<file path="src/hw/softmax_settings.svh">
// ******************************
// softmax engine sizes
// batch, widths, divider timing
// ******************************

`ifndef SOFTMAX_SETTINGS_SVH
`define SOFTMAX_SETTINGS_SVH

`define SM_N            64          // samples per batch
`define SM_AW           6           // address width
`define SM_XW           8           // signed score width

`define SM_EW           16          // exponent, Q0.16
`define SM_SW           (`SM_EW + `SM_AW)
`define SM_PW           16          // probability, Q0.16

`define SM_DFRAC        4           // diff index d means d/16
`define SM_DIV_CYCLES   18          // read, 16 steps, emit

`endif

</file>
<file path="src/hw/softmax_pkg.sv">
// ******************************
// softmax shared data types
// ******************************

`include "softmax_settings.svh"

package softmax_pkg;

    // index into either memory
    typedef logic [`SM_AW-1:0] addr_t;

    // raw score from the host
    typedef logic signed [`SM_XW-1:0] sample_t;

    typedef logic [`SM_EW-1:0] exp_t;    // e^-d, Q0.16

    // wide enough for SM_N full-scale exponents
    typedef logic [`SM_SW-1:0] sum_t;

    typedef logic [`SM_PW-1:0] prob_t;   // Q0.16 output

endpackage

</file>
<file path="src/hw/max_scan.sv">
// ******************************
// pass 1 of the softmax engine
// scans samples, finds batch max
// ******************************

`include "softmax_settings.svh"

module max_scan import softmax_pkg::*; (
    input  logic    clk,
    input  logic    rst,
    input  logic    start,
    input  logic    pipe_busy,
    output addr_t   scan_addr,
    input  sample_t scan_data,
    output logic    active,
    output logic    max_valid,
    output sample_t max_value
);

    localparam addr_t LAST_ADDR = addr_t'(`SM_N - 1);

    logic  running;
    addr_t cnt;
    logic  rd_valid;     // scan_data holds a sample this cycle
    logic  rd_first;
    logic  rd_last;
    logic  idle;
    logic  accept;

    assign idle      = ~(running | rd_valid | max_valid);
    assign accept    = start & idle & ~pipe_busy;   // new batch only with whole pipe free
    assign active    = accept | ~idle;
    assign scan_addr = cnt;

    always_ff @(posedge clk or posedge rst) begin
        if (rst) begin
            running   <= 1'b0;
            cnt       <= '0;
            rd_valid  <= 1'b0;
            rd_first  <= 1'b0;
            rd_last   <= 1'b0;
            max_valid <= 1'b0;
        end else begin
            rd_valid  <= running;
            rd_first  <= running && (cnt == '0);
            rd_last   <= running && (cnt == LAST_ADDR);
            max_valid <= rd_valid & rd_last;
            if (accept) begin
                running <= 1'b1;
                cnt     <= '0;
            end else if (running) begin
                cnt <= cnt + 1'b1;          // wraps back to 0 after the last one
                if (cnt == LAST_ADDR) begin
                    running <= 1'b0;
                end
            end
        end
    end

    // running max, seeded by sample 0
    always_ff @(posedge clk) begin
        if (rd_valid && (rd_first || scan_data > max_value)) begin
            max_value <= scan_data;
        end
    end

endmodule

</file>
<file path="config.mk">
export PLATFORM = sky130hd
export DESIGN_NAME = max_scan
export DESIGN_NICKNAME = d
export VERILOG_FILES = /design/src/hw/softmax_pkg.sv /design/src/hw/max_scan.sv
export VERILOG_INCLUDE_DIRS = /design/src /design/src/hw
export SDC_FILE = /design/constraint.sdc
export NUM_CORES = 1
export LEC_CHECK = 0
export ABC_AREA = 1
export BUFFER_PORTS_ARGS = -buffer_cell sky130_fd_sc_hd__buf_2
export CAP_MARGIN = 5
export CORE_MARGIN = 2
export CORE_UTILIZATION = 50
export CTS_CLUSTER_SIZE = 12
export DETAILED_ROUTE_END_ITERATION = 16
export GPL_ROUTABILITY_DRIVEN = 1
export GPL_TIMING_DRIVEN = 1
export PLACE_DENSITY_LB_ADDON = 0.25
export SLEW_MARGIN = 20
export SYNTH_ARGS = -nofsm -noshare
export SYNTH_HDL_FRONTEND = slang
export SYNTH_SLANG_ARGS = --single-unit
export TNS_END_PERCENT = 20
</file>
<file path="constraint.sdc">
create_clock -name clk -period 2.9 [get_ports clk]
set_clock_uncertainty 0.2 [all_clocks]
set_input_delay 0.58 -clock clk [delete_from_list [all_inputs] [get_ports clk]]
set_output_delay 0.58 -clock clk [all_outputs]
set_load 0.02 [all_outputs]
</file>
After elaboration in Yosys (flattened, before gate mapping)
Index checks and enable logic that the tools add are counted.
{"block": "totals", "rom_bits": 0, "ff_bits": 19, "mem_count": 0, "ram_bits": 0, "latch_bits": 0, "output_inout_bits": 16, "word_cells": 29, "in_bits": 12}
{"block": "classes", "shift": 0, "magnitude_cmp": 1, "div_mod_pow": 0, "mul": 0, "eq_ne": 1, "mux": 5, "n_reduce_logical": 6, "addsub": 1, "bitwise_logic": 8}
{"cell": "$mux W6", "n": 2}
{"cell": "$gt A8 B8 Y1", "n": 1}
{"cell": "$add A6 B1 Y6 const B", "n": 1}
{"cell": "$eq A6 B6 Y1 const B", "n": 1}
{"cell": "$logic_not A6 Y1", "n": 1}
{"cell": "$and A1 B1 Y1", "n": 3}
{"cell": "$logic_and A1 B1 Y1", "n": 3}
{"cell": "$mux W1", "n": 3}
{"cell": "$or A1 B1 Y1", "n": 3}
{"cell": "$not A1 Y1", "n": 2}
{"cell": "$reduce_bool A2 Y1", "n": 1}
{"cell": "$logic_or A1 B1 Y1", "n": 1}

Depth between registers and ports, before layout
{"block": "logic_depth", "word_depth": 6, "ltp_mapped": 12, "depth_no_buf": 12}

Least setup slack after synthesis
OpenSTA, ideal clock, no wires.
{"block": "synth_timing", "kind": "in2reg", "from": "in scan_data[7]", "to": "reg max_value[0] (enable)", "path_slack_ps": 518, "path_buffers": 0, "stages": 7, "arrival_time_ps": 1806, "path_cell_list": "ha_1 -> a21o_1 -> nor2_1 -> nand2_1 -> nand2_1 -> nand3_1 -> a21oi_1"}
{"block": "synth_via", "elab_chain_len": 3}
{"item": "start, declared", "line": "max_scan.sv:14", "text": "input sample_t scan_data,"}
{"item": "$gt A8 B8 Y1", "line": "max_scan.sv:62", "text": "if (rd_valid && (rd_first || scan_data > max_value)) begin"}
{"item": "$logic_or A1 B1 Y1", "line": "max_scan.sv:62"}
{"item": "$logic_and A1 B1 Y1", "line": "max_scan.sv:62"}
{"item": "end signal, assigned", "line": "max_scan.sv:63", "text": "max_value <= scan_data;"}
{"item": "end, declared", "line": "max_scan.sv:17", "text": "output sample_t max_value"}
Every way passes these cells.
A chain may end at the register's enable or synchronous reset.

Worst setup path in the final report
{"block": "layout_timing", "from": "reg running", "to": "out active"}
{"block": "layout_via", "elab_chain_len": 6}
{"item": "start, declared", "line": "max_scan.sv:22", "text": "logic running;"}
{"item": "start signal, assigned", "line": "max_scan.sv:37", "text": "running <= 1'b0;"}
{"item": "start signal, assigned", "line": "max_scan.sv:49", "text": "running <= 1'b1;"}
{"item": "start signal, assigned", "line": "max_scan.sv:54", "text": "running <= 1'b0;"}
{"item": "$or A1 B1 Y1 (*) (2 in series)", "line": "max_scan.sv:30", "text": "assign idle = ~(running | rd_valid | max_valid);"}
{"item": "$not A1 Y1", "line": "max_scan.sv:30"}
{"item": "$and A1 B1 Y1 (2 in series)", "line": "max_scan.sv:31", "text": "assign accept = start & idle & ~pipe_busy;"}
{"item": "$or A1 B1 Y1 (*)", "line": "max_scan.sv:32", "text": "assign active = accept | ~idle;"}
{"item": "end, declared", "line": "max_scan.sv:15", "text": "output logic active,"}
Every way passes the cells marked *; elsewhere a longest branch is shown, timed or not.

==> flow_summary.json <==
{
  "ir_worst_vdd_uv": 601,
  "synth_edf_count": 8,
  "num_vias": 804,
  "synth_nets": 127,
  "cp_max_fo": 8,
  "leakage_uw": 0.000652,
  "synth.top_cell.area_share_pct": 27.6,
  "dieArea_um2": 2370,
  "synth_xor_area_share_pct": 0,
  "reg2regPathDepth": 9,
  "p_per_area_nw_per_um2": 1070,
  "mappedNetlistArea_um2": 998,
  "synth_fa_ha_area_share_pct": 12.5,
  "initial_core_util_pct": 52.0,
  "diodes": 0,
  "grt_pass1_wl_um": 3330,
  "drt-total-wl_um": 1850,
  "post_cts.repair.setup_buffers": 0,
  "die_h_um": 48.7,
  "yosysWarnings": 0,
  "drt_iter0_markers": 7,
  "wire_per_inst_um": 11.2,
  "cap_violations": 0,
  "synth-simple-area-share_pct": 18.3,
  "synth_common_cells": "inv_1, nand2_1, dfrtp_1, ha_1, edfxtp_1",
  "clock_path_buffers": 2,
  "rows": 16,
  "cts_root_buffer": "clkbuf_4",
  "slew_violations": 0,
  "hold_viol_final": 0,
  "nets": 161,
  "antenna_found_initial": 0,
  "critical_path.top_delay_family": "flip-flops",
  "crit_path_end_kind": "output port",
  "synthFlopType": "dfrtp_1",
  "htreeDepth": 1,
  "ys_seq_area_share_pct": 51.6,
  "first_pass_iters": 4,
  "drc": 0,
  "grt_max_degree": 12,
  "port_buffers": 27,
  "setup_viol": 0,
  "synthMuxAreaShare_pct": 0,
  "postRouteAntennaNets": 0,
  "startpoint": "running",
  "avgSynthCellArea_um2": 9.51,
  "holdWs_ns": 0.0629,
  "tightest_slew_ns": 0.431,
  "crit_type": "reg2out",
  "areaGrowthSynthToFinish_pct": 21.1,
  "cp.required_ns": 2.12,
  "rsz0062_at_grt": "no",
  "r2r-start": "max_value[7]",
  "crit_buf_inv": 2,
  "grt_overflow": 0,
  "clkTransAtPathRegs_ns": 0.10,
  "synth_largest_area_cell": "dfrtp_1",
  "outcome": "completed",
  "clkSinkCount": 19,
  "crit_arrival_ns": 1.54,
  "synth_top_family_by_area": "simple AND/OR/NAND/NOR gates",
  "period_share_pct": 80.0,
  "clock_latency_ns": 0.29,
  "numCtsBuffers": 3,
  "ioPinCount": 28,
  "hp-class": "in2async",
  "cpPeakStageDelay_ns": 0.49,
  "max_freq_mhz": 431,
  "cts_tree": "built",
  "vias_per_cell": 4.87,
  "cts_hold_buf": 0,
  "crit_cells": 5,
  "setup_tns_ns": 0,
  "yosysMostFrequentCell": "inv_1",
  "core_area_um2": 1920,
  "cpMaxStageDelayCell": "dfrtp_1",
  "grt_pass1_vias": 831,
  "dp_hpwl_um": 1540,
  "synthArstFlopShare_pct": 57.9,
  "gr-usage-all-layers_pct": 18.3,
  "postSynthCellCount": 105,
  "synth_compound_area_share_pct": 7.77,
  "cp-start-kind": "register",
  "netlist_top_cells_area": "dfrtp_1, edfxtp_1, ha_1",
  "synth.ff_latch_count": 19,
  "period_needed_ns": 2.32,
  "slew_headroom_pct": 71.3,
  "layout-drive-gt1-share_pct": 29.0,
  "cp_cell_sequence": "inv_2 -> nand3_2 -> nor3_4 -> or2_2 -> buf_2",
  "ys_types": 20,
  "die_w_um": 48.7,
  "place.gp.congestion": 0.798,
  "cts-resized-gates": 0
}
[final cells by class]
type	count	area [um2]
Tap cell	27	33.8
Clock buffer	4	26.3
Multi-Input combinational cell	60	385
Timing Repair Buffer	29	150
Inverter	26	97.6
Sequential cell	19	515
Fill cell	189	713
[kinds of logic (layout without fill, tap and decap cells)]
family,after synthesis,count (layout)
fa+ha+maj,10,10
compound gates,13,13
simple gates,37,37
flops,19,19
buf+inv,26,59
[per-stage QoR]
stage                     utilization, %  instance area (um2)  power [uW]  setup WS (ns)  std cells
after floorplan                        -                  998         941          0.518        105
after global placement              61.5                 1180        1130          0.601        161
after detailed placement            61.5                 1180        1170          0.516        161
after CTS                           62.9                 1210        1300          0.549        165
after global routing                62.9                 1210        1410          0.484        165
final                               62.9                 1210        1290          0.579        165
[path summary, 6_finish.rpt]
check                                    end  slack, ns
worst max-delay path                  active       0.58
worst min-delay path               max_valid       0.06
worst max register to register  max_value[0]       0.83
worst min register to register     max_valid       0.25
max in group asynchronous       scan_addr[0]       2.14
min in group clk                   max_valid       0.25
[report_power, final]
part           switching, uW  internal (uW)  leakage (uW)
registers               95.0            416      0.000210
clock network           76.0           53.5     0.0000150
logic                    408            241      0.000427
total                    579            710      0.000652
[state kept, by name, indices dropped and copies added, names as in the netlist]
name	flops
max_valid	1
rd_valid	1
rd_first	1
rd_last	1
max_value	8
running	1
scan_addr	6
[cell usage in the layout (no fill, tap or decap), drive strengths merged]
master / instances
edfxtp: 8
buf: 29
nand3: 5
a21o: 1
clkbuf: 4
nand4: 2
or2: 1
a21oi: 6
nor2: 8
nor3: 4
inv: 26
dfrtp: 11
o21ai: 5
ha: 10
a221oi: 1
nand2: 17
[layer usage]
layer	routed length, um	GRT usage, %
met5	0	0
met2	925	32.4
met1	828	20.2
met4	28	10.5
met3	72	4.01
[worst register-to-register path, stage by stage (launching register included)]
cell      delay, ns
edfxtp_1       0.39
inv_1          0.07
ha_1           0.26
a21o_1         0.19
nor2_1         0.15
nand2_1        0.08
nand2_1        0.06
nand3_1        0.06
a21oi_1        0.18
buf_4          0.17
Note: power is estimated with default switching activity, not from simulation.
