===== src/hw/softmax_settings.svh =====
// ******************************
// softmax engine sizes
// batch, widths, divider timing
// ******************************

`ifndef SOFTMAX_SETTINGS_SVH
`define SOFTMAX_SETTINGS_SVH

`define SM_N            64          // samples per batch
`define SM_AW           6           // address width
`define SM_XW           8           // signed score width

`define SM_EW           16          // exponent, Q0.16
`define SM_SW           (`SM_EW + `SM_AW)
`define SM_PW           16          // probability, Q0.16

`define SM_DFRAC        4           // diff index d means d/16
`define SM_DIV_CYCLES   18          // read, 16 steps, emit

`endif


===== src/hw/softmax_pkg.sv =====
// ******************************
// softmax shared data types
// ******************************

`include "softmax_settings.svh"

package softmax_pkg;

    // index into either memory
    typedef logic [`SM_AW-1:0] addr_t;

    // raw score from the host
    typedef logic signed [`SM_XW-1:0] sample_t;

    typedef logic [`SM_EW-1:0] exp_t;    // e^-d, Q0.16

    // wide enough for SM_N full-scale exponents
    typedef logic [`SM_SW-1:0] sum_t;

    typedef logic [`SM_PW-1:0] prob_t;   // Q0.16 output

endpackage


===== src/hw/exp_table.sv =====
// ******************************
// e^-d lookup, two cycle pipe
// 256 entry ROM, Q0.16 output
// ******************************

`include "softmax_settings.svh"

module exp_table import softmax_pkg::*; (
    input  logic       clk,
    input  logic       rst,
    input  logic [7:0] diff,
    output exp_t       exp_out
);

    exp_t       rom [256];
    logic [7:0] idx_q;

    // round(65535 * exp(-d / 2^DFRAC))
    function automatic exp_t exp_entry(input int d);
        real v;
        v = 65535.0 * $exp(-real'(d) / real'(1 << `SM_DFRAC));
        return exp_t'($rtoi(v + 0.5));
    endfunction

    initial begin
        for (int i = 0; i < 256; i++) begin
            rom[i] = exp_entry(i);
        end
    end

    // stage 1 index, stage 2 ROM data
    always_ff @(posedge clk or posedge rst) begin
        if (rst) begin
            idx_q   <= '0;
            exp_out <= '0;
        end else begin
            idx_q   <= diff;
            exp_out <= rom[idx_q];
        end
    end

endmodule


===== src/hw/norm_exp_sum.sv =====
// ******************************
// pass 2 of the softmax engine
// max minus x, e^-d, store, sum
// ******************************

`include "softmax_settings.svh"

module norm_exp_sum import softmax_pkg::*; (
    input  logic    clk,
    input  logic    rst,
    input  logic    max_valid,
    input  sample_t max_value,
    output addr_t   rd_addr,
    input  sample_t rd_data,
    output logic    wr_en,
    output addr_t   wr_addr,
    output exp_t    wr_data,
    output logic    active,
    output logic    sum_valid,
    output sum_t    sum_value
);

    localparam int    DEPTH     = 4;    // memory, clamp reg, two table stages
    localparam addr_t LAST_ADDR = addr_t'(`SM_N - 1);

    logic                     running;
    addr_t                    cnt;
    sample_t                  max_q;
    logic signed [`SM_XW+1:0] diff_full;
    logic [7:0]               diff_clamp;
    logic [7:0]               diff_q;
    logic [DEPTH-1:0]         v_sh;
    addr_t                    addr_sh [DEPTH];
    exp_t                     exp_val;
    sum_t                     acc;

    assign rd_addr   = cnt;
    assign diff_full = max_q - rd_data;

    always_comb begin
        if (diff_full > 10'sd255) begin
            diff_clamp = 8'hff;
        end else if (diff_full < 10'sd0) begin
            diff_clamp = 8'h00;             // cannot happen with a true max
        end else begin
            diff_clamp = diff_full[7:0];
        end
    end

    exp_table u_exp_table (
        .clk     (clk),
        .rst     (rst),
        .diff    (diff_q),
        .exp_out (exp_val)
    );

    // write port sits at the end of the shift line
    assign wr_en     = v_sh[DEPTH-1];
    assign wr_addr   = addr_sh[DEPTH-1];
    assign wr_data   = exp_val;
    assign sum_value = acc;
    assign active    = running | (|v_sh) | sum_valid;

    always_ff @(posedge clk or posedge rst) begin
        if (rst) begin
            running   <= 1'b0;
            cnt       <= '0;
            v_sh      <= '0;
            acc       <= '0;
            sum_valid <= 1'b0;
        end else begin
            v_sh      <= {v_sh[DEPTH-2:0], running};
            sum_valid <= v_sh[DEPTH-1] && (addr_sh[DEPTH-1] == LAST_ADDR);
            if (max_valid) begin
                running <= 1'b1;
                cnt     <= '0;
                acc     <= '0;
            end else begin
                if (running) begin
                    cnt <= cnt + 1'b1;
                    if (cnt == LAST_ADDR) begin
                        running <= 1'b0;
                    end
                end
                if (v_sh[DEPTH-1]) begin
                    acc <= acc + sum_t'(exp_val);
                end
            end
        end
    end

    always_ff @(posedge clk) begin
        if (max_valid) begin
            max_q <= max_value;
        end
        diff_q     <= diff_clamp;
        addr_sh[0] <= cnt;
        for (int i = 1; i < DEPTH; i++) begin
            addr_sh[i] <= addr_sh[i-1];
        end
    end

endmodule


===== config.mk =====
export PLATFORM = sky130hd
export DESIGN_NAME = norm_exp_sum
export DESIGN_NICKNAME = d
export VERILOG_FILES = /design/src/hw/softmax_pkg.sv /design/src/hw/exp_table.sv /design/src/hw/norm_exp_sum.sv
export VERILOG_INCLUDE_DIRS = /design/src /design/src/hw
export SDC_FILE = /design/constraint.sdc
export NUM_CORES = 1
export LEC_CHECK = 0
export BUFFER_PORTS_ARGS = -buffer_cell sky130_fd_sc_hd__buf_2
export CORE_MARGIN = 2
export CORE_UTILIZATION = 50
export CTS_BUF_LIST = sky130_fd_sc_hd__clkbuf_2 sky130_fd_sc_hd__clkbuf_4 sky130_fd_sc_hd__clkbuf_8
export DETAILED_ROUTE_END_ITERATION = 8
export GPL_TIMING_DRIVEN = 0
export PLACE_DENSITY = 0.7
export SLEW_MARGIN = 30
export SYNTH_ARGS = -nofsm -noshare
export SYNTH_HDL_FRONTEND = slang
export SYNTH_HIERARCHICAL = 1
export SYNTH_MEMORY_MAX_BITS = 65536
export SYNTH_SLANG_ARGS = --single-unit

===== constraint.sdc =====
create_clock -name clk -period 4.4 [get_ports clk]
set_input_delay 0.22 -clock clk [delete_from_list [all_inputs] [get_ports clk]]
set_output_delay 0.22 -clock clk [all_outputs]
set_load 0.02 [all_outputs]

== Word level (Yosys, flattened, before mapping) ==
Memories as Yosys holds them, arrays and structs flattened. A register that Yosys moved wholly into a read port is not among the register bits.
Index checks and enable logic that the tools add are counted.

* Register bits after elaboration: 58
* Memory bits (writable): 24
* ROM bits: 4096
* Input port bits: 19
* Output and inout bits: 53
* Word-level logic and storage cells: 31
* Memories kept: 2

* Add/sub/neg operators: 3
* $lt $le $gt $ge: 2
* Equality and inequality tests: 2
* Multiplexer cells: 8
* Bitwise gates (word level): 2
* Reductions and logical operators: 4

{| class="wikitable"
|+ Memories
! memory !! depth !! bits a word !! rd ports !! clocked after Yosys merged registers in !! wr ports !! RTL line !! source
|-
| u_exp_table.rom || 256 || 16 || 1 || 1 || 0 || exp_table.sv:15 || <nowiki>exp_t rom [256];</nowiki>
|-
| addr_sh || 4 || 6 || 4 || 0 || 4 || norm_exp_sum.sv:33 || <nowiki>addr_t addr_sh [DEPTH];</nowiki>
|}

{| class="wikitable"
|+ Operators by type and width
! operator !! number
|-
| $mux W22 || 2
|-
| $add A22 B16 Y22 || 1
|-
| $eq A6 B6 Y1 const B || 2
|-
| $mux W6 || 2
|-
| $gt A9 B9 Y1 const B || 1
|-
| $lt A9 B1 Y1 const B || 1
|-
| $sub A8 B8 Y9 || 1
|-
| $mux W8 || 1
|-
| $add A6 B1 Y6 const B || 1
|-
| $reduce_bool A2 Y1 || 2
|-
| $reduce_or A4 Y1 || 1
|-
| $mux W1 || 3
|-
| $or A1 B1 Y1 || 2
|-
| $logic_and A1 B1 Y1 || 1
|}

== Depth between registers and ports, before layout ==
* Word-level depth: 4
* Depth in mapped cells: 11
* Gate-level depth less buffers: 11

== Hierarchy ==
Netlist, hierarchy kept.

{| class="wikitable"
|+ By module, submodules not included
! module !! instances !! cells an instance !! area an instance (µm²) !! sequential area each (µm²)
|-
| norm_exp_sum || 1 || 333 || 3429.5 || 1731.7
|-
| exp_table || 1 || 449 || 3333.2 || 600.6
|}

== Worst setup path before layout ==
Ideal clock, no wire load.

* Path type: register to register
* Start point: register u_exp_table.idx_q[0]
* End point: register u_exp_table.exp_out[6] (read register of u_exp_table.rom)
* Setup time: 0.082 ns
* Arrival: 2.316 ns
* Data required time: 4.318 ns
* Path slack: 2.003 ns
* Cell stages (with the launch flop): 10
* Path buffers: 2
* Period minus slack after synthesis: 2.397 ns
* Cell sequence: dfrtp_1 -> clkbuf_1 -> inv_1 -> ha_1 -> buf_2 -> or2b_2 -> nand2_1 -> mux4_2 -> a21o_1 -> a31oi_1

{| class="wikitable"
|+ RTL lines
! element !! RTL line !! source
|-
| from (decl) || exp_table.sv:16 || <nowiki>logic [7:0] idx_q;</nowiki>
|-
| from (signal assigned) || exp_table.sv:37 || <nowiki>idx_q <= diff;</nowiki>
|-
| to (decl) || exp_table.sv:12 || <nowiki>output exp_t exp_out</nowiki>
|}

==> impl_metrics.json <==
{
  "grt_pass1_vias": 6892,
  "ios": 72,
  "synthArstFlopShare_pct": 59.2,
  "required_ps": 4650,
  "cts_made_buffers": 9,
  "ys_seq_elements": 98,
  "hold_viol": 0,
  "die_y_um": 120,
  "cts_sinks": 98,
  "antenna_cells": 0,
  "drtIter0Drc": 951,
  "place_inst": 1029,
  "power_density_nw_per_um2": 643,
  "core_area_um2": 13200,
  "synth_top_family_by_area": "compound AO/OA/AOI/OAI gates",
  "routed_via_density": 6.85,
  "synth_fa_ha_area_share_pct": 8.92,
  "synth_edf_count": 8,
  "grt_max_degree": 35,
  "wl_per_cell_um": 26.1,
  "ir_drop_mv": 0.379,
  "hpwlAfterDp_um": 20000,
  "wl_um": 27300,
  "dieWidth_um": 120,
  "r2r_start": "u_exp_table/idx_q[0]$_DFF_PP0_",
  "yosys_warnings": 6,
  "rsz0062_at_grt": "no",
  "grt_usage_pct": 37.4,
  "start_util_pct": 51.1,
  "stdcell_count": 1046,
  "synthMuxAreaShare_pct": 1.55,
  "drt-pass1-iter-count": 6,
  "final_cell_mix": "92 x buf_2, 71 x nor2_1, 65 x nand2_1",
  "tightest_slew_ps": 1090,
  "clk_pin_slew_worst_paths_ps": 90,
  "status": "finished clean",
  "min_period_ps": 3950,
  "arrival_ps": 4200,
  "antenna_found_initial": 0,
  "fin_tns_setup_ps": 0,
  "gp_routability_congestion": 1.12,
  "synth.avg_cell_area_um2": 8.65,
  "fin_crit_sh_pct": 89.8,
  "cts-resized-gates": 0,
  "drc_errors": 0,
  "hp-start": "max_value[5]",
  "synth-xor-area-share_pct": 2.98,
  "synth-simple-area-share_pct": 18.6,
  "grt_overflow": 0,
  "root_buffer": "clkbuf_8",
  "vias": 7168,
  "synthCells": 782,
  "crit_fanout": 10,
  "drive_gt1_share_pct": 17.4,
  "worstSetupEndpointType": "flip-flop",
  "finalSetupViolations": 0,
  "synthToLayoutAreaGrowth_pct": 12.2,
  "seq_area_frac_synth_pct": 34.5,
  "startpoint_type": "flip-flop",
  "clock.fmax_mhz": 253,
  "path_class": "reg2reg",
  "cts-htree-levels": 3,
  "synth_compound_area_share_pct": 26.4,
  "hold_class": "in2reg",
  "die_area_um2": 14500,
  "final_nets": 931,
  "n_fill_cell": 1163,
  "syn-num-nets": 848,
  "cts_buffer_depth": 2,
  "slew_violations": 0,
  "power.leakage_nw": 3.40,
  "cts_tree": "done",
  "port_buffers": 71,
  "synth.distinct_cells": 83,
  "rows": 42,
  "timing.slew.headroom_pct": 27.2,
  "layout_commonest_cell": "buf_2",
  "max_cap_violations": 0,
  "skew_ps": 18.4,
  "clkLatencyLatePin_ps": 370,
  "ys.flop_type": "dfrtp_1",
  "crit_path_start": "u_exp_table/idx_q[0]$_DFF_PP0_",
  "antenna_left": 0,
  "syn_area_um2": 6760,
  "grt_pass1_wl_um": 40400
}
-- sequential cells by signal (all words and copies together), names as in the netlist --
register             flops
addr_sh                 24
diff_q                   8
u_exp_table/exp_out     16
u_exp_table/idx_q        8
sum_value               22
sum_valid                1
v_sh                     4
running                  1
max_q                    8
rd_addr                  6
-- layer usage --
metal	GRT usage [%]	up-vias	wire length, um
li1	-	3013	-
met1	45.2	3402	9950
met2	59.7	577	12200
met3	10.0	176	3170
met4	22.5	0	1990
met5	0	-	0
-- worst max-delay path: stages (launching register included) --
cell and delay (ps):
dfrtp_1 560, clkbuf_1 630, inv_1 400, ha_1 390
buf_2 230, clkbuf_1 590, nand2_1 230, nand4_1 280
a311oi_1 200, a211o_1 340
-- final cells by class --
| class | instances | area (um^2) | area share [%] |
|---|---|---|---|
| plain buffers | 57 | 364 | 4.80 |
| multi-input cells | 597 | 3950 | 52.1 |
| clock buffers | 10 | 138 | 1.81 |
| clock inverters | 6 | 105 | 1.38 |
| flip-flops and latches | 98 | 2330 | 30.7 |
| inverters | 30 | 113 | 1.48 |
| repair buffers | 72 | 365 | 4.81 |
| well taps | 176 | 220 | 2.90 |
-- final timing paths --
check	end	slack, ps	cells after the start
setup / recovery	u_exp_table/exp_out[3]$_DFF_PP0_	450	9
hold / removal	max_q[5]$_DFFE_PP_	30	1
setup reg to reg	u_exp_table/exp_out[3]$_DFF_PP0_	450	9
hold reg to reg	addr_sh[1][1]$_DFF_P_	320	0
max in group asynchronous	sum_value[18]$_DFFE_PP0P_	3360	3
min in group asynchronous	u_exp_table/exp_out[1]$_DFF_PP0_	460	3
-- stage by stage --
step | instance area, um^2 | power, W | setup WS (ps) | utilization [%] | hold slack, ps
3_5_place_dp | 7340 | 0.00408 | 750 | 55.4 | 312
5_1_grt | 7590 | 0.00507 | 457 | 57.3 | 6.18
6_report | 7590 | 0.00488 | 447 | 57.3 | 29.5
3_3_place_gp | 7340 | 0.00404 | 551 | 55.4 | 310
2_1_floorplan | 6760 | 0.00314 | 2000 | - | 235
4_1_cts | 7590 | 0.00475 | 753 | 57.3 | 5.89
-- what timing repair did --
item	4_1_cts	5_1_grt
hold buffers	1	0
buffers inserted	0	0
endpoints found under the setup margin	0	0
hold endpoints to repair	26	0
-- power by group --
part | switching (W) | internal [W] | total (W) | leakage (nW)
Clock | 0.000327 | 0.000348 | 0.000675 | 0.122
Combinational | 0.00195 | 0.00101 | 0.00295 | 2.20
Sequential | 0.000166 | 0.00109 | 0.00125 | 1.07
-- Yosys cell counts (all sizes together), types with 9 or more instances --
master   n  share of area [%]
dfxtp   32                9.5
nor3    16                1.2
nand3   14                1.1
nor2    72                4.1
nand2   66                3.7
o21ai   57                4.3
buf     36                3.6
o22ai    9               0.83
a21oi   61                4.7
dfrtp   58                 21
o211ai  18                2.1
nor2b   25                2.3
a211oi  18                2.1
nand2b  23                2.1
a21o    11                1.2
inv     30                1.7
xor2    18                2.3
ha      45                8.3
a31oi   11                1.1
clkbuf  21                1.8
-- cells by family after synthesis --
logic type / count (synthesis)
compound gates: 262
simple gates: 257
flops: 98
buf+inv: 87
fa+ha+maj: 47
xor+xnor: 23
mux: 8
No activity file was read; power rests on OpenSTA's default activity.
