--- src/hw/softmax_settings.svh ---
// ******************************
// softmax engine sizes
// batch, widths, divider timing
// ******************************

`ifndef SOFTMAX_SETTINGS_SVH
`define SOFTMAX_SETTINGS_SVH

`define SM_N            64          // samples per batch
`define SM_AW           6           // address width
`define SM_XW           8           // signed score width

`define SM_EW           16          // exponent, Q0.16
`define SM_SW           (`SM_EW + `SM_AW)
`define SM_PW           16          // probability, Q0.16

`define SM_DFRAC        4           // diff index d means d/16
`define SM_DIV_CYCLES   18          // read, 16 steps, emit

`endif

--- src/hw/softmax_pkg.sv ---
// ******************************
// softmax shared data types
// ******************************

`include "softmax_settings.svh"

package softmax_pkg;

    // index into either memory
    typedef logic [`SM_AW-1:0] addr_t;

    // raw score from the host
    typedef logic signed [`SM_XW-1:0] sample_t;

    typedef logic [`SM_EW-1:0] exp_t;    // e^-d, Q0.16

    // wide enough for SM_N full-scale exponents
    typedef logic [`SM_SW-1:0] sum_t;

    typedef logic [`SM_PW-1:0] prob_t;   // Q0.16 output

endpackage

--- src/hw/scale_div.sv ---
// ******************************
// pass 3 of the softmax engine
// e * 65536 / S per element
// ******************************

`include "softmax_settings.svh"

module scale_div import softmax_pkg::*; (
    input  logic  clk,
    input  logic  rst,
    input  logic  sum_valid,
    input  sum_t  sum_value,
    output addr_t rd_addr,
    input  exp_t  rd_data,
    output logic  active,
    output logic  out_valid,
    output addr_t out_index,
    output prob_t out_prob,
    output logic  done
);

    localparam int                STEP_W    = $clog2(`SM_DIV_CYCLES);
    localparam logic [STEP_W-1:0] STEP_LOAD = STEP_W'(1);
    localparam logic [STEP_W-1:0] STEP_EMIT = STEP_W'(`SM_DIV_CYCLES - 1);

    logic              running;
    logic [STEP_W-1:0] step;       // 0 read, 1..16 quotient, 17 emit
    addr_t             idx;
    logic              last_elem;
    sum_t              divisor;
    sum_t              rem;
    sum_t              rem_in;
    logic [`SM_SW:0]   rem_sh;
    sum_t              rem_next;
    logic              q_bit;
    prob_t             quo;
    logic              ovf;        // e >= S, quotient would be 65536

    assign rd_addr   = idx;        // idle at 0, so element 0 is read on sum_valid
    assign last_elem = (idx == addr_t'(`SM_N - 1));
    assign active    = running | out_valid;

    always_comb begin
        rem_in   = (step == STEP_LOAD) ? sum_t'(rd_data) : rem;
        rem_sh   = {rem_in, 1'b0};
        q_bit    = (rem_sh >= {1'b0, divisor});
        rem_next = q_bit ? sum_t'(rem_sh - {1'b0, divisor}) : sum_t'(rem_sh);
    end

    always_ff @(posedge clk or posedge rst) begin
        if (rst) begin
            running   <= 1'b0;
            step      <= '0;
            idx       <= '0;
            out_valid <= 1'b0;
            done      <= 1'b0;
        end else begin
            out_valid <= 1'b0;
            done      <= 1'b0;
            if (!running) begin
                if (sum_valid) begin
                    running <= 1'b1;
                    step    <= STEP_LOAD;
                end
            end else if (step == STEP_EMIT) begin
                out_valid <= 1'b1;
                done      <= last_elem;
                step      <= '0;
                idx       <= last_elem ? '0 : idx + 1'b1;
                if (last_elem) begin
                    running <= 1'b0;
                end
            end else begin
                step <= step + 1'b1;
            end
        end
    end

    always_ff @(posedge clk) begin
        if (sum_valid && !running) begin
            divisor <= sum_value;
        end
        if (running && step >= STEP_LOAD && step < STEP_EMIT) begin
            rem <= rem_next;
            quo <= {quo[`SM_PW-2:0], q_bit};
        end
        if (running && step == STEP_LOAD) begin
            ovf <= (sum_t'(rd_data) >= divisor);
        end
        if (running && step == STEP_EMIT) begin
            out_index <= idx;
            out_prob  <= ovf ? '1 : quo;    // clip to 65535
        end
    end

endmodule

--- config.mk ---
export PLATFORM = sky130hd
export DESIGN_NAME = scale_div
export DESIGN_NICKNAME = d
export VERILOG_FILES = /design/src/hw/softmax_pkg.sv /design/src/hw/scale_div.sv
export VERILOG_INCLUDE_DIRS = /design/src /design/src/hw
export SDC_FILE = /design/constraint.sdc
export NUM_CORES = 1
export LEC_CHECK = 0
export BUFFER_PORTS_ARGS = -buffer_cell sky130_fd_sc_hd__buf_2
export CAP_MARGIN = 20
export CORE_MARGIN = 2
export CORE_UTILIZATION = 55
export DETAILED_ROUTE_END_ITERATION = 7
export PLACE_DENSITY_LB_ADDON = 0.12
export SLEW_MARGIN = 0
export SYNTH_ARGS = -nofsm -noshare
export SYNTH_HDL_FRONTEND = slang
export SYNTH_SLANG_ARGS = --single-unit
--- constraint.sdc ---
create_clock -name clk -period 5.2 [get_ports clk]
set_input_delay 0.26 -clock clk [delete_from_list [all_inputs] [get_ports clk]]
set_output_delay 0.26 -clock clk [all_outputs]
set_load 0.01 [all_outputs]
After elaboration in Yosys (flattened, before gate mapping)
Index checks and enable logic that the tools add are counted. W data, S select, Z words.

Add/sub/neg operators: 3. $lt $le $gt $ge: 4. Equal/unequal tests: 3. Muxes and demuxes: 14. Bitwise logic cells: 1. Reductions and logical operators: 8.

Operators with widths (number): $mux W22 (2); $ge A23 B22 Y1 (1); $ge A16 B22 Y1 (1); $sub A22 B22 Y22 (1); $mux W5 (3); $mux W1 (8); $add A6 B1 Y6 const B (1); $eq A6 B6 Y1 const B (1); $mux W6 (1); $add A5 B1 Y5 const B (1); $eq A5 B1 Y1 const B (1); $eq A5 B5 Y1 const B (1); $ge A5 B1 Y1 const B (1); $logic_and A1 B1 Y1 (5); $lt A5 B5 Y1 const B (1); $reduce_and A2 Y1 (1); $reduce_bool A2 Y1 (1); $logic_not A1 Y1 (1); $or A1 B1 Y1 (1).

Bits in registers: 97. Output and inout port bits: 31.

Logic depth before layout (Yosys ltp)
Gate-level depths: netlist of the first run.

Word-level depth: 4. Depth in mapped cells: 16. Gate-level depth less buffers: 13.

Worst setup path before layout of the first run
Ideal clock, no wire load.

Path type: register to register. Start point: register step[1]. End point: register quo[0], enable pin. Setup time: 0.491 ns. Arrival time: 3.550 ns. Path slack: 1.159 ns. Cell stages (with the launch flop): 5. Cells stage by stage: dfrtp_1 -> inv_1 -> ha_1 -> nor3_1 -> a211oi_1.

Longest elaborated chain between the ends: 3. Elaborated cells on any way between the ends: 4. Those cells by class: order compare: 2; reduce/logical: 2.

Ends and longest elaborated chain: start, declared (RTL line scale_div.sv:27) `logic [STEP_W-1:0] step;`; start signal, assigned (RTL line scale_div.sv:74) `step <= step + 1'b1;`; $ge A5 B1 Y1 (RTL line scale_div.sv:83) `if (running && step >= STEP_LOAD && step < STEP_EMIT) begin`; $logic_and A1 B1 Y1 (RTL line scale_div.sv:83); $logic_and A1 B1 Y1 (*) (RTL line scale_div.sv:83); end signal, assigned (RTL line scale_div.sv:85) `` quo <= {quo[`SM_PW-2:0], q_bit}; ``; end, declared (RTL line scale_div.sv:36) `prob_t quo;`.

Mark *: on every way between the ends. The rest lies on a longest branch, timed or not. A chain may end at the register's enable or synchronous reset.

Worst setup path in the final report of the first run
Start point: register step[1]. End point: register rem[17] (data pin).

Longest elaborated chain between the ends: 4. Elaborated cells on any way between the ends: 5. Those cells by class: add/sub: 1; order compare: 1; eq/ne: 1; mux: 2.

Ends and longest elaborated chain: $eq A5 B1 Y1 (RTL line scale_div.sv:44) `rem_in = (step == STEP_LOAD) ? sum_t'(rd_data) : rem;`; $mux W22 (RTL line scale_div.sv:44); $ge A23 B22 Y1 (RTL line scale_div.sv:46) `q_bit = (rem_sh >= {1'b0, divisor});`; named net q_bit (RTL line scale_div.sv:35) `logic q_bit;`; $mux W22 (RTL line scale_div.sv:47) `rem_next = q_bit ? sum_t'(rem_sh - {1'b0, divisor}) : sum_t'(rem_sh);`; named net rem_next[17] (RTL line scale_div.sv:34) `sum_t rem_next;`; end signal, assigned (RTL line scale_div.sv:84) `rem <= rem_next;`; end, declared (RTL line scale_div.sv:31) `sum_t rem;`.

The timed path passes the listed nets, and every way through them passes these cells.

==> metrics.cfg, run 1 <==
[die]
rows = 35
dieArea_sq_um = 10500
num_io_pins = 72
initial_core_util_pct = 57.3
core_sq_um = 9330
die_h_um = 103
dieWidth_um = 103

[synthesis]
synth_top_family_by_area = compound AO/OA/AOI/OAI gates
postSynthCellCount = 467
ys.flop_type = edfxtp_1
synth.avg_cell_area_sq_um = 11.5
synth.area.mux_share_pct = 3.95
synth_cell_types = 49
synth-simple-area-share_pct = 12.5
async_flop_share_pct = 14.4
ys_ff_latch = 97
synth-edff-count = 83
synthTopCellsByArea = edfxtp_1, ha_1, dfrtp_1
yosysTopAreaCellShare_pct = 46.6
yosysTopAreaCell = edfxtp_1
yosys.area_share.adder_pct = 9.97
ys_warn_count = 0
synth_area_sq_um = 5350
syn_nets = 550
synth-xor-area-share_pct = 2.95
synth_compound_area_share_pct = 13.7
seq_area_frac_synth_pct = 53.2

[clocking]
cts_hold_buffers = 1
cts.clk_slew.worst_paths_ns = 0.11
htreeDepth = 3
cts_buffer_depth = 2
cts_buffers = 9
clk-insertion-delay-late_ns = 0.36
cts-root-buf = clkbuf_8
cts_resized = 0
post_cts_buffers = 0
cts_tree = yes
clock-sinks = 97

[global_route]
grt_remaining_overflow = 0
grt_pass1_wl_um = 16400
antenna_found_initial = 0
grt_pass1_vias = 3530
grt_max_degree = 39
track_usage_pct = 20.0

[sta]
holdWs_ns = 0.0643
slew_headroom_pct = 35.7
rsz0062_at_grt = no
drv_slew = 0
setup_tns_ns = 0
period_share_pct = 80.7
worst_pin_slew_ns = 0.962
finClkSkew_ns = 0.0169
max_freq_ghz = 0.238
finalHoldViolCount = 0
min_period_ns = 4.20
setup_viol = 0

[place]
dp_hpwl_um = 7320
routabilityCongestion = 0.883
portBuffers = 71

[drt]
dr.pass1.iters = 4
drt_first_iter_violations = 129
wl_met1_um = 4600
routed-wl-met3_um = 428
post_drt_wl_per_cell_um = 14.7
met2_length_um = 4840
num_vias = 3700
drc_errors = 0
vias_per_cell = 5.47
wirelength_um = 9970
highest_layer = met4
final_antenna_net_count = 0

[worst_setup_path]
r2r_cells = 15
reg2reg_from = step[1]$_DFFE_PP0P_
slowest_stage = nand3b_1
r2r_end = rem[17]$_DFFE_PP_
cpPeakStageDelay_ns = 0.66
crit_chain = inv_1 -> ha_1 -> nand3b_1 -> buf_4 -> mux2i_1 -> inv_1 -> ha_1 -> nor2b_1 -> o21bai_1 -> a31oi_1 -> o21ai_0 -> and3_1 -> buf_4 -> inv_1 -> mux2_2
cp_common_cell = inv_1
crit_required_ns = 5.33
path_class = flop to flop
arrival_ns = 4.32
crit_path_max_fanout = 24
reg2reg_slack_ns = 1.00
cp-start-kind = flop
crit_path_end_kind = flop

[worst_hold_path]
hold-path-endpoint = divisor[16]$_DFFE_PP_
hold_depth = 1
hold_path_class = primary input to flop
hold_start = sum_value[16]

[power]
vdd_drop_max_mv = 0.303
power_switching_mw = 1.29
power_density_nw_per_um2 = 555
internal-power_mw = 2.07
p_leak_nw = 2.59
power.total_mw = 3.36
power_frac_clock_pct = 14.7
switching_share_pct = 38.4
seqPwrFrac_pct = 39.0
combPwrFrac_pct = 46.3

[run_status]
outcome = finished, final reports clean

[final_layout]
diodes = 0
syn2layout_area_growth_pct = 13.4
nets = 626
drive_gt1_share_pct = 24.6

[flow_run]
max-cap-violations = 0

## flip-flops by register name, summed over array words and instances, names as in the netlist
| register | count |
|---|---|
| rem | 22 |
| out_prob | 16 |
| out_valid | 1 |
| rd_addr | 6 |
| done | 1 |
| out_index | 6 |
| quo | 16 |
| step | 5 |
| ovf | 1 |
| running | 1 |
| divisor | 22 |
## cell families (layout without fill, tap and decap cells)
family | after synthesis | count (layout)
AOI/OAI and AO/OA | 113 | 113
xor gates and xnor gates | 18 | 18
adders and majority gates | 42 | 42
buffers and inverters | 45 | 126
DFF | 97 | 97
muxes | 19 | 19
and+or+nand+nor | 133 | 133
## layout make-up
class,count,area (sq um)
clock buffers,9,124
repair buffers,77,403
clock inverters,7,86.3
inverters,33,124
multi-input cells,325,2320
well taps,129,161
fillers,760,3270
flip-flops and latches,97,2840
## through the flow
| stage | instances | setup slack (ns) | area (sq um) | util, % |
|---|---|---|---|---|
| 4_1_cts | 677 | 0.998 | 6060 | 65.0 |
| 5_1_grt | 677 | 0.664 | 6060 | 65.0 |
| 2_1_floorplan | 467 | 1.16 | 5350 | - |
| 3_3_place_gp | 660 | 1.10 | 5840 | 62.6 |
| 6_report | 677 | 1.00 | 6060 | 65.0 |
| 3_5_place_dp | 660 | 1.02 | 5840 | 62.6 |
## cell usage after synthesis, types with 2 or more instances
library cell	n
nand2_1	40
o21bai_1	5
or2_2	18
edfxtp_1	83
xnor2_1	12
mux2_2	17
a211oi_1	4
o211a_1	2
nor3_1	9
o21ai_0	37
mux2i_1	2
buf_4	4
nor2b_1	3
and3_1	9
a21oi_1	23
and2_1	5
and4_1	2
a21o_1	10
nor2_1	21
o31ai_1	3
nand2b_1	5
buf_6	2
nor4_1	2
a31oi_1	5
inv_1	33
dfrtp_1	14
clkbuf_1	6
nand3_1	11
o2111ai_1	3
ha_1	41
o22ai_1	2
nand4_1	5
xor2_1	6
o21a_1	8
## worst max-delay path by stage
stage	from	endpoint	slack, ns	cells after the start
2_1_floorplan	step[1]$_DFFE_PP0P_	quo[0]$_DFFE_PP_	1.16	4
3_3_place_gp	step[1]$_DFFE_PP0P_	rem[17]$_DFFE_PP_	1.10	13
3_5_place_dp	step[1]$_DFFE_PP0P_	rem[17]$_DFFE_PP_	1.02	13
4_1_cts	step[1]$_DFFE_PP0P_	rem[17]$_DFFE_PP_	1.0	13
5_1_grt	step[1]$_DFFE_PP0P_	rem[17]$_DFFE_PP_	0.66	13
6_report	step[1]$_DFFE_PP0P_	rem[17]$_DFFE_PP_	1.00	15
## power by group through the flow
stage	sequential, mW	clock (mW)	combinational (mW)
2_1_floorplan	1.31	0	1.25
3_3_place_gp	1.32	0	1.51
3_5_place_dp	1.33	0	1.55
4_1_cts	1.31	0.508	1.56
5_1_grt	1.34	0.535	1.76
6_report	1.31	0.493	1.56
## cells in the final DEF, fill, tap and decap left out, types with 5 or more instances in the layout
| cell | instances |
|---|---|
| xor2_1 | 6 |
| buf_2 | 71 |
| a21oi_1 | 23 |
| and3_1 | 9 |
| o21ai_0 | 37 |
| mux2_2 | 17 |
| xnor2_1 | 12 |
| o21bai_1 | 5 |
| nand2_1 | 40 |
| a21o_1 | 10 |
| dfrtp_1 | 14 |
| buf_4 | 5 |
| ha_1 | 41 |
| o21a_1 | 8 |
| or2_2 | 18 |
| nor2_1 | 21 |
| nor3_1 | 9 |
| a31oi_1 | 5 |
| nand3_1 | 11 |
| nand4_1 | 5 |
| and2_1 | 5 |
| nand2b_1 | 5 |
| edfxtp_1 | 83 |
| inv_1 | 33 |
| clkbuf_8 | 9 |
## worst max-delay path: cells and delay by family, from the launching register on
kind	cells	cell delay, ns
adders and majority gates	2	0.47
DFF	1	0.44
buffers and inverters	5	0.92
and+or+nand+nor	3	1.00
AOI/OAI and AO/OA	3	0.57
muxes	2	0.56
## metal layers
layer | vias to the layer above | global-route usage, %
met2 | 94 | 33.9
met1 | 1725 | 26.6
met3 | 10 | 3.86
li1 | 1871 | -
met4 | 0 | 4.62
met5 | - | 0
No activity file was read; power rests on OpenSTA's default activity.
==> run 2, diff against run 1 <==
--- a/config.mk
+++ b/config.mk
@@ -6,10 +6,11 @@
 export SDC_FILE = /design/constraint.sdc
 export NUM_CORES = 1
 export LEC_CHECK = 0
+export ABC_AREA = 1
 export BUFFER_PORTS_ARGS = -buffer_cell sky130_fd_sc_hd__buf_2
 export CAP_MARGIN = 20
 export CORE_MARGIN = 2
-export CORE_UTILIZATION = 55
+export CORE_UTILIZATION = 53
 export DETAILED_ROUTE_END_ITERATION = 7
 export PLACE_DENSITY_LB_ADDON = 0.12
 export SLEW_MARGIN = 0
==> constraint.sdc (replaced) <==
create_clock -name clk -period 3.75 [get_ports clk]
set_input_delay 0.1875 -clock clk [delete_from_list [all_inputs] [get_ports clk]]
set_output_delay 0.1875 -clock clk [all_outputs]
set_load 0.01 [all_outputs]
==> run 2 against run 1 <==
Compared with the run above:
- design area rose by 12%
- highest routed layer unchanged
- first-iteration DRC count is 63% higher
- die area is 12% higher
- maximum frequency is 26% higher
- sequential cell count did not move
- wire length grew 23%
- core utilization fell by 1.8 points
- area after synthesis increased by 8.8%
- combinational power is 59% higher
- via count is 23% higher
==> metrics.cfg, run 2 <==
[run_status]
outcome = finished, final reports clean

[clocking]
cts_buffers = 9
cts_tree = yes
cts_buffer_depth = 2
post_cts_buffers = 0
cts-root-buf = clkbuf_8
clock-sinks = 97
htreeDepth = 3
cts_resized = 0
cts_hold_buffers = 23
cts.clk_slew.worst_paths_ns = 0.11
clk-insertion-delay-late_ns = 0.38

[final_layout]
final_util_pct = 63.1
nets = 844
fin_cells = 906
syn2layout_area_growth_pct = 17.1
drive_gt1_share_pct = 17.8
final_area_sq_um = 6820
layout_common_cells = nand2_1, inv_1, edfxtp_1
diodes = 0
final_common_cell = nand2_1
reg_top3 = divisor (22), rem (22)

[sta]
finalHoldViolCount = 0
max_freq_ghz = 0.301
period_share_pct = 88.6
worst_pin_slew_ns = 0.761
rsz0062_at_grt = no
holdWs_ns = 0.100
drv_slew = 0
setup_viol = 0
finClkSkew_ns = 0.0178
min_period_ns = 3.32
slew_headroom_pct = 49.2
setup_tns_ns = 0

[die]
num_io_pins = 72
die_h_um = 109
core_sq_um = 10800
initial_core_util_pct = 53.9
rows = 38
dieWidth_um = 109
dieArea_sq_um = 11800

[drt]
wirelength_um = 12300
post_drt_wl_per_cell_um = 13.6
drc_errors = 0
vias_per_cell = 5.01
drt_first_iter_violations = 210
final_antenna_net_count = 0
num_vias = 4537
dr.pass1.iters = 4

[synthesis]
synth_area_sq_um = 5820
async_flop_share_pct = 14.4
syn_nets = 742
ys.flop_type = edfxtp_1
yosysMostFrequentCell = nand2_1
postSynthCellCount = 659
yosysTopAreaCell = edfxtp_1
seq_area_frac_synth_pct = 48.9
synthTopCellsByArea = edfxtp_1, nand2_1, ha_1
ys_warn_count = 0
synth.top_cells.by_count = nand2_1, inv_1, edfxtp_1
synth_cell_types = 35
synth.avg_cell_area_sq_um = 8.83
yosysTopAreaCellShare_pct = 42.8
ys_ff_latch = 97
synth-edff-count = 83

[worst_setup_path]
crit_required_ns = 3.87
crit_path_end_kind = flop
path_class = flop to flop
arrival_ns = 3.45
r2r_cells = 16
crit_path_max_fanout = 24
cp-start-kind = flop

[power]
vdd_drop_max_mv = 0.328
p_leak_nw = 3.29
power_density_nw_per_um2 = 746

[global_route]
track_usage_pct = 22.3
grt_pass1_vias = 4392
grt_max_degree = 39
antenna_found_initial = 0
grt_pass1_wl_um = 20300
grt_remaining_overflow = 0

[place]
placedCellCount = 867
dp_hpwl_um = 9100
placed_area_sq_um = 6350
routabilityCongestion = 0.951
portBuffers = 71

[worst_hold_path]
hold_path_class = primary input to flop
hold_depth = 3

[flow_run]
max-cap-violations = 0

-- run 2: cell types whose count changed after synthesis, sizes merged, moves of 5 or more --
| cell | change |
|---|---|
| and3 | -9 |
| xnor2 | -8 |
| o21ai | -27 |
| inv | +74 |
| nand2b | -5 |
| nand2 | +167 |
| nor2 | +25 |
| a21o | -10 |
| clkbuf | -5 |
| nand3 | +27 |
| o21a | -8 |
| nand3b | +7 |
-- run 2: power by group --
| part | internal [mW] | switching, mW |
|---|---|---|
| Clock | 0.389 | 0.403 |
| Sequential | 1.67 | 0.139 |
| Combinational | 0.909 | 1.58 |
| Total | 2.96 | 2.12 |
-- run 2: logic make-up (layout without fill, tap and decap cells) --
kind of cell	after synthesis	in the layout	synth area share [%]
and+or+nand+nor	338	338	25.5
AOI/OAI and AO/OA	39	39	3.66
muxes	15	15	2.90
buffers and inverters	114	221	7.78
adders and majority gates	42	42	9.16
DFF	97	97	48.9
xor gates and xnor gates	14	14	2.11
-- run 2: cell type report --
cell class              count  area, sq um
clock buffers               9          124
well taps                 140          175
inverters                 107          402
repair buffers             98          616
multi-input cells         448         2540
fillers                   929         3980
flip-flops and latches     97         2840
clock inverters             7          114
-- run 2: path summary, 6_finish.rpt --
| check | startpoint | to | slack [ns] |
|---|---|---|---|
| max in group asynchronous | rst | rd_addr[0]$_DFFE_PP0P_ | 3.00 |
| max | step[1]$_DFFE_PP0P_ | rem[12]$_DFFE_PP_ | 0.43 |
| min | sum_valid | running$_DFF_PP0_ | 0.10 |
| min in group asynchronous | rst | step[3]$_DFFE_PP0P_ | 0.38 |
| min reg2reg | quo[11]$_DFFE_PP_ | quo[12]$_DFFE_PP_ | 0.45 |
| max reg2reg | step[1]$_DFFE_PP0P_ | rem[12]$_DFFE_PP_ | 0.43 |
-- run 2: routing by layer --
metal  track usage, %  routed length, um
met1             27.8               5530
met2             39.0               5870
met3             3.95                605
met4             7.51                276
met5                0                  0
-- run 2: critical path: stages, from the launching register on --
cell and delay [ns]:
dfrtp_1 0.43, inv_1 0.09, ha_1 0.24, nand3_4 0.32
mux2_2 0.40, ha_1 0.36, nand2_1 0.14, nor2_2 0.26
nand2_1 0.12, nor2_1 0.11, nand2_1 0.05, nor2_1 0.08
nor2_1 0.06, nand2_2 0.08, inv_2 0.17, nand2_1 0.11
nand2_1 0.06
-- run 2: through the flow --
stage | power (mW) | setup WS, ns
floorplan | 3.72 | 0.832
global placement | 4.21 | 0.526
detailed placement | 4.28 | 0.445
CTS | 5.09 | 0.417
global route | 5.54 | 0.0545
finish | 5.08 | 0.427
